<file path="src/ddc_pkg.sv">
package ddc_pkg;

  // sample widths along the chain
  localparam int in_width  = 18;  // mixer samples
  localparam int mid_width = 20;  // stage-1 output
  localparam int out_width = 24;  // receiver output

  // stage 1, coarse decimation
  localparam int s1_stages = 3;
  localparam int s1_rate   = 10;

  // stage 2, fine decimation
  localparam int s2_stages = 5;
  localparam int s2_rate   = 20;

  // full register widths, input width plus ceil(stages * log2 rate)
  localparam int s1_acc_width = 28;  // 18 + 10
  localparam int s2_acc_width = 42;  // 20 + 22

  // strobe counter widths
  localparam int s1_cnt_width = $clog2(s1_rate);
  localparam int s2_cnt_width = $clog2(s2_rate);

  // signed samples at each rate
  typedef logic signed [in_width-1:0]  in_sample_t;
  typedef logic signed [mid_width-1:0] mid_sample_t;
  typedef logic signed [out_width-1:0] out_sample_t;

  // decimation phase counters
  typedef logic [s1_cnt_width-1:0] s1_cnt_t;
  typedef logic [s2_cnt_width-1:0] s2_cnt_t;

  // complex pair at the input, i in the upper half
  typedef struct packed {
    in_sample_t i;
    in_sample_t q;
  } iq_in_t;

  // complex pair at the output
  typedef struct packed {
    out_sample_t i;
    out_sample_t q;
  } iq_out_t;

endpackage
</file>
<file path="src/ddc_receiver.sv">
module ddc_receiver
  import ddc_pkg::*;
(
  input  logic    clock,
  input  logic    rst,
  input  logic    in_valid,   // sample taken on every high cycle
  input  iq_in_t  in_data,
  output logic    out_valid,  // one-cycle pulse per 200 input samples
  output iq_out_t out_data    // held until the next pulse
);

  logic        s1_dec;     // stage-1 output strobe, also stage-2 input enable
  logic        s2_dec;     // stage-2 output strobe
  logic        s2_dec_q;   // s2_dec aligned with the comb output register
  mid_sample_t mid_i;      // stage-1 outputs
  mid_sample_t mid_q;
  out_sample_t dec_i;      // stage-2 outputs
  out_sample_t dec_q;

  rate_strobe_gen strobe_i (
    .clock    (clock),
    .rst      (rst),
    .in_valid (in_valid),
    .s1_dec   (s1_dec),
    .s2_dec   (s2_dec)
  );

  // stage 1 runs at the input rate, I and Q
  cic_decimator #(
    .stages    (s1_stages),
    .acc_width (s1_acc_width),
    .in_w      (in_width),
    .out_w     (mid_width)
  ) s1_i_i (
    .clock    (clock),
    .rst      (rst),
    .in_en    (in_valid),
    .dec      (s1_dec),
    .in_data  (in_data.i),
    .out_data (mid_i)
  );

  cic_decimator #(
    .stages    (s1_stages),
    .acc_width (s1_acc_width),
    .in_w      (in_width),
    .out_w     (mid_width)
  ) s1_q_i (
    .clock    (clock),
    .rst      (rst),
    .in_en    (in_valid),
    .dec      (s1_dec),
    .in_data  (in_data.q),
    .out_data (mid_q)
  );

  // stage 2 integrates once per stage-1 output
  cic_decimator #(
    .stages    (s2_stages),
    .acc_width (s2_acc_width),
    .in_w      (mid_width),
    .out_w     (out_width)
  ) s2_i_i (
    .clock    (clock),
    .rst      (rst),
    .in_en    (s1_dec),
    .dec      (s2_dec),
    .in_data  (mid_i),
    .out_data (dec_i)
  );

  cic_decimator #(
    .stages    (s2_stages),
    .acc_width (s2_acc_width),
    .in_w      (mid_width),
    .out_w     (out_width)
  ) s2_q_i (
    .clock    (clock),
    .rst      (rst),
    .in_en    (s1_dec),
    .dec      (s2_dec),
    .in_data  (mid_q),
    .out_data (dec_q)
  );

  // output register, loads the cycle after the stage-2 comb update
  always_ff @(posedge clock) begin
    if (rst) begin
      s2_dec_q  <= 1'b0;
      out_valid <= 1'b0;
      out_data  <= '0;
    end else begin
      s2_dec_q  <= s2_dec;    // comb result is ready one cycle later
      out_valid <= s2_dec_q;  // single pulse
      if (s2_dec_q) begin
        out_data.i <= dec_i;
        out_data.q <= dec_q;
      end
    end
  end

  // 200 samples apart at the least, so pulses never touch
  a_valid_pulse : assert property (@(posedge clock) disable iff (rst)
    out_valid |=> !out_valid);

endmodule

</file>
<file path="src/cic_decimator.sv">
module cic_decimator
  import ddc_pkg::*;
#(
  parameter int stages    = s1_stages,     // integrator and comb count
  parameter int acc_width = s1_acc_width,  // full register width
  parameter int in_w      = in_width,
  parameter int out_w     = mid_width
) (
  input  logic                    clock,
  input  logic                    rst,
  input  logic                    in_en,    // input sample strobe
  input  logic                    dec,      // decimation strobe
  input  logic signed [in_w-1:0]  in_data,
  output logic signed [out_w-1:0] out_data  // held between decimated outputs
);

  typedef logic signed [acc_width-1:0] acc_t;

  acc_t integ_in   [stages];    // input side of each integrator
  acc_t integ      [stages];    // integrator registers, input rate
  acc_t comb_x     [stages+1];  // comb chain, comb_x[0] from last integrator
  acc_t comb_dly   [stages];    // previous decimated value per comb

  // integrator chain
  // every integrator adds the previous stage's registered value, so a new
  // sample walks one stage per enable, all in modulo acc_width arithmetic
  for (genvar k = 0; k < stages; k++) begin : g_integ
    if (k == 0) begin : g_head
      // sign extension up to the full width
      assign integ_in[k] = {{(acc_width-in_w){in_data[in_w-1]}}, in_data};
    end else begin : g_tail
      assign integ_in[k] = integ[k-1];
    end

    always_ff @(posedge clock) begin
      if (rst) begin
        integ[k] <= '0;
      end else if (in_en) begin
        integ[k] <= integ[k] + integ_in[k];  // wraps modulo 2^acc_width
      end
    end
  end

  // comb chain at the decimated rate
  assign comb_x[0] = integ[stages-1];

  for (genvar k = 0; k < stages; k++) begin : g_comb
    // difference against the value this stage saw one output ago
    assign comb_x[k+1] = comb_x[k] - comb_dly[k];

    always_ff @(posedge clock) begin
      if (rst) begin
        comb_dly[k] <= '0;
      end else if (dec) begin
        comb_dly[k] <= comb_x[k];  // one register per comb
      end
    end
  end

  // output stage
  // keep the top out_w bits of the last comb, the same as an arithmetic
  // shift right by acc_width - out_w, no rounding
  always_ff @(posedge clock) begin
    if (rst) begin
      out_data <= '0;
    end else if (dec) begin
      out_data <= comb_x[stages][acc_width-1 -: out_w];
    end
  end

  // strobes from the rate generator settle before reset is released
  a_no_dec_in_rst : assert property (@(posedge clock)
    rst |-> !dec);

endmodule

</file>
<file path="src/rate_strobe_gen.sv">
module rate_strobe_gen
  import ddc_pkg::*;
(
  input  logic clock,
  input  logic rst,
  input  logic in_valid,   // one accepted sample per high cycle
  output logic s1_dec,     // every 10th sample
  output logic s2_dec      // every 200th sample
);

  s1_cnt_t s1_cnt;  // input samples within the stage-1 frame
  s2_cnt_t s2_cnt;  // stage-1 outputs within the stage-2 frame

  // strobes sit in the same cycle as the sample that completes the frame
  assign s1_dec = in_valid && (s1_cnt == s1_cnt_t'(s1_rate - 1));
  assign s2_dec = s1_dec && (s2_cnt == s2_cnt_t'(s2_rate - 1));

  always_ff @(posedge clock) begin
    if (rst) begin
      s1_cnt <= '0;
      s2_cnt <= '0;
    end else begin
      // idle cycles leave both counters alone
      if (in_valid) begin
        s1_cnt <= s1_dec ? '0 : s1_cnt + 1'b1;  // wrap at rate
      end
      // second counter only steps on stage-1 outputs
      if (s1_dec) begin
        s2_cnt <= s2_dec ? '0 : s2_cnt + 1'b1;
      end
    end
  end

  // stage-1 counter has wrapped after a strobe, so strobes never touch
  a_s1_dec_spaced : assert property (@(posedge clock) disable iff (rst)
    s1_dec |=> !s1_dec);

  // counters never leave their modulus
  a_s1_cnt_range : assert property (@(posedge clock) disable iff (rst)
    s1_cnt < s1_rate);
  a_s2_cnt_range : assert property (@(posedge clock) disable iff (rst)
    s2_cnt < s2_rate);

endmodule

</file>
<file path="config.mk">
export PLATFORM = sky130hd
export DESIGN_NAME = ddc_receiver
export DESIGN_NICKNAME = d
export VERILOG_FILES = /design/src/ddc_pkg.sv /design/src/ddc_receiver.sv /design/src/cic_decimator.sv /design/src/rate_strobe_gen.sv
export SDC_FILE = /design/constraint.sdc
export NUM_CORES = 2
export LEC_CHECK = 0
export ABC_AREA = 1
export BUFFER_PORTS_ARGS = -buffer_cell sky130_fd_sc_hd__buf_4
export CAP_MARGIN = 40
export CORE_MARGIN = 2
export CORE_UTILIZATION = 58
export DETAILED_ROUTE_END_ITERATION = 10
export PLACE_DENSITY = 0.84
export SYNTH_ARGS = -nofsm -noshare
export SYNTH_HDL_FRONTEND = slang
export SYNTH_SLANG_ARGS = --single-unit
</file>
<file path="constraint.sdc">
create_clock -name clock -period 31.7 [get_ports clock]
set_clock_uncertainty 0.05 [all_clocks]
set_input_delay 3.17 -clock clock [delete_from_list [all_inputs] [get_ports clock]]
set_output_delay 3.17 -clock clock [all_outputs]
set_load 0.005 [all_outputs]
</file>
==> impl_metrics.env <==
export IMPL_viasPerCell=5.70
export IMPL_num_rows=159
export IMPL_grt_pass1_wl_um=450000
export IMPL_slew_violations=0
export IMPL_fp_dieH_um=437
export IMPL_syn_to_final_growth_pct=8.30
export IMPL_switching_share_pct=47.3
export IMPL_synth_nets=15600
export IMPL_vias=97900
export IMPL_firstDrtPassIters=6
export IMPL_post_cts_buffers=0
export IMPL_drtIter0Drc=7278
export IMPL_grt_pass1_vias=94400
export IMPL_grt_max_degree=224
export IMPL_slew_headroom_pct=32.4
export IMPL_seq_area_frac_synth_pct=35.1
export IMPL_rsz0062_at_grt="no"
export IMPL_h_tree_depth=4
export IMPL_synth_edf_count=1176
export IMPL_drtAntennaViolNets=0
export IMPL_critPathMaxFanout=5
export IMPL_fin_crit_ns=9.24
export IMPL_r2r_end="s2_q_i.out_data[23]$_SDFFE_PP0P_"
export IMPL_io_pins=88
export IMPL_cts_buffers_inserted=154
export IMPL_portBuffers=87
export IMPL_core_area_mm2=0.187
export IMPL_clk_latency_ns=0.84
export IMPL_dpl_hpwl_um=211000
export IMPL_async_flop_share_pct=0
export IMPL_tritoncts="built"
export IMPL_ctsResizeCount=0
export IMPL_path_class="reg2reg"
export IMPL_cts_hold_buf=0
export IMPL_fmax_mhz=108
export IMPL_p_switching_uw=4330
export IMPL_drc=0
export IMPL_ys_ff_latch=1323
export IMPL_cp_slowest_cell="fa_1"
export IMPL_power_total_uw=9170
export IMPL_power_density_mw_per_mm2=77.7
export IMPL_endpoint="s2_q_i.out_data[23]$_SDFFE_PP0P_"
export IMPL_vdd_drop_max_mv=0.0874
export IMPL_synthCells=14400
export IMPL_path_clk_slew_ns=0.06
export IMPL_netlist_area_mm2=0.109
export IMPL_drive_above_1_share_pct=3.78
export IMPL_reg2reg_slack_ns=22.46
export IMPL_worstReg2RegStart="s2_q_i.integ[4][0]$_SDFFCE_PN0P_"
export IMPL_max_stage_delay_ns=0.39
export IMPL_p_seq_share_pct=22.1
export IMPL_cpMostUsedCell="nand2_1"
export IMPL_grt_total_usage_pct=28.1
export IMPL_start_util_pct=58.2
export IMPL_hold_path_class="reg2reg"
export IMPL_fin_setup_tns_ns=0
export IMPL_finalSetupViolCount=0
export IMPL_arrival_ns=9.89
export IMPL_cts_root_buffer="clkbuf_16"
export IMPL_finalHoldViolCount=0
export IMPL_cts_sinks=1323
export IMPL_synth_warnings=0
export IMPL_netlist_cell_type_count=68
export IMPL_cp_required_ns=32.35
export IMPL_end_kind="flip-flop"
export IMPL_leakage_uw=0.0559
export IMPL_finalCritPeriodShare_pct=29.1
export IMPL_cts_max_path_buffers=3
export IMPL_die_area_mm2=0.191
export IMPL_syn_area_per_cell_um2=7.55
export IMPL_r2r_worst_path_cells=52
export IMPL_combPwrFrac_pct=57.8
export IMPL_worst_pin_slew_ns=1.01
export IMPL_die_w_um=437
export IMPL_wirelength_um=276000
export IMPL_internal_power_uw=4830
export IMPL_ys_dominant_reg_cell="edfxtp_1"
export IMPL_gp_congestion=0.976
export IMPL_gr_total_overflow=0
export IMPL_setup_worst_path_start="s2_q_i.integ[4][0]$_SDFFCE_PN0P_"
export IMPL_outcome="finished, final reports clean"
export IMPL_startpoint_type="flip-flop"
export IMPL_max_cap_violations=0
export IMPL_clockPowerShare_pct=20.1
export IMPL_nets=15800
export IMPL_post_drt_wl_per_cell_um=16.0
export IMPL_antenna_found_initial=1
worst min path at each step:
stage / from / endpoint / slack [ns] / cells past startpoint
global placement: s2_i_i.out_data[4]$_SDFFE_PP0P_ / out_data[28]$_SDFFE_PP0P_ / 0.39 / 2
CTS: s2_q_i.out_data[22]$_SDFFE_PP0P_ / out_data[22]$_SDFFE_PP0P_ / 0.40 / 2
global route: s1_q_i.out_data[5]$_SDFFE_PP0P_ / s1_q_i.out_data[5]$_SDFFE_PP0P_ / 0.42 / 2
floorplan: s2_q_i.out_data[12]$_SDFFE_PP0P_ / out_data[12]$_SDFFE_PP0P_ / 0.37 / 2
finish: s2_i_i.out_data[10]$_SDFFE_PP0P_ / out_data[34]$_SDFFE_PP0P_ / 0.40 / 2
detailed placement: s2_q_i.out_data[11]$_SDFFE_PP0P_ / out_data[11]$_SDFFE_PP0P_ / 0.39 / 2
cells in the final DEF, fill, tap and decap left out, drive strengths merged, types with 9 or more instances in the layout:
cell / n
a211oi: 17
a21boi: 32
a21o: 115
a21oi: 2081
a221oi: 24
a31oi: 174
and2: 16
and3: 13
buf: 134
bufinv: 15
clkbuf: 201
clkinv: 54
dfxtp: 147
edfxtp: 1176
fa: 28
ha: 1143
inv: 2606
nand2: 2168
nand3: 353
nand3b: 11
nand4: 93
nor2: 1759
nor3: 156
nor4: 51
o2111ai: 28
o211ai: 50
o21a: 203
o21ai: 1210
o21bai: 83
o221ai: 23
o22ai: 9
o31ai: 40
or2: 26
xnor2: 119
xor2: 290
per-stage QoR:
stage / util, % / setup slack [ns] / instance area [um2] / std cells / hold WS, ns
after floorplan: - / 15.30 / 109000 / 14400 / 0.375
after global placement: 60.1 / 22.82 / 112000 / 16900 / 0.389
after detailed placement: 60.3 / 22.60 / 113000 / 16900 / 0.392
after CTS: 63.0 / 22.53 / 118000 / 17200 / 0.403
after global routing: 63.0 / 21.28 / 118000 / 17200 / 0.418
final: 63.0 / 22.46 / 118000 / 17200 / 0.399
per-layer routing:
| metal | share of wire (%) | up-vias | global-route usage, % |
|---|---|---|---|
| li1 | - | 49400 | - |
| met1 | 42 | 45000 | 33.7 |
| met2 | 49 | 2780 | 50.0 |
| met3 | 4.8 | 716 | 3.02 |
| met4 | 4.9 | 0 | 13.4 |
| met5 | 0 | - | 0 |
flip-flops by register name (all words and copies together) (netlist names):
name / cells
s2_i_i.comb_dly: 210
s2_i_i.integ: 210
s2_q_i.comb_dly: 210
s2_q_i.integ: 210
s1_i_i.comb_dly: 84
s1_i_i.integ: 84
s1_q_i.comb_dly: 84
s1_q_i.integ: 84
out_data: 48
s2_i_i.out_data: 24
s2_q_i.out_data: 24
s1_i_i.out_data: 20
s1_q_i.out_data: 20
strobe_i.s2_cnt: 5
strobe_i.s1_cnt: 4
out_valid: 1
s2_dec_q: 1
cells by family (layout without fill, tap and decap cells):
group,after synthesis,after routing,share of synthesized area [%]
AOI/OAI and AO/OA,4125,4125,21.1
and+or+nand+nor,4652,4652,17.3
other,0,1,0
xor gates and xnor gates,409,409,3.29
DFF,1323,1323,35.1
adders and majority gates,1171,1171,13.6
buffers and inverters,2756,3014,9.50
worst max-delay path: cells and delay by family, from the launching register on:
| family | cells | cell delay [ns] |
|---|---|---|
| buffers and inverters | 8 | 0.62 |
| xor gates and xnor gates | 5 | 1.05 |
| adders and majority gates | 6 | 1.98 |
| and+or+nand+nor | 21 | 2.87 |
| AOI/OAI and AO/OA | 12 | 2.15 |
| DFF | 1 | 0.36 |
synth_stat cells (9+ instances only):
cell       number  area [um2]
nand2_2        23         144
nor3_1        150         751
o21a_1        203        1520
nand3_2        19         190
nor4_1         51         319
a221oi_1       24         210
and2_1         16         100
or2_2          16         100
ha_1         1143       14300
nand3_1       334        1670
a31oi_1       172        1080
o21ai_1        68         340
o21bai_1       82         616
inv_2          11        41.3
xnor2_1       119        1040
buf_2           9        45.0
o22ai_1         9        56.3
o211ai_1       47         353
nand4_1        91         569
o21ai_0      1102        5520
nand3b_1       11        82.6
xor2_1        290        2540
inv_1        2581        9690
o2111ai_1      28         245
a21boi_0       21         158
o221ai_1       23         201
a21oi_1      2048       10200
o31ai_1        38         285
nand2_1      2145        8050
clkbuf_1      150         563
and3_1         13        81.3
fa_1           28         561
dfxtp_1       147        2940
nor2_1       1750        6570
a21oi_2        30         263
a21o_1        115         863
edfxtp_1     1176       35300
a211oi_1       17         128
o21ai_2        40         350
power by group through the flow:
stage / combinational [uW] / clock, uW / sequential (uW)
global placement: 5090 / 0 / 2060
detailed placement: 5150 / 0 / 2060
finish: 5300 / 1840 / 2030
floorplan: 3990 / 0 / 2070
global route: 5960 / 1930 / 2040
CTS: 5210 / 1860 / 2030
layout make-up:
| class | count | area [um2] |
|---|---|---|
| fill | 16000 | 69200 |
| timing repair buffer | 134 | 1340 |
| antenna | 1 | 2.50 |
| inverter | 2593 | 9760 |
| clock inverter | 86 | 921 |
| clock buffer | 201 | 4230 |
| tap | 2495 | 3120 |
| sequential | 1323 | 38300 |
| multi-input combinational | 10400 | 60400 |
(Power assumes the default switching activity.)
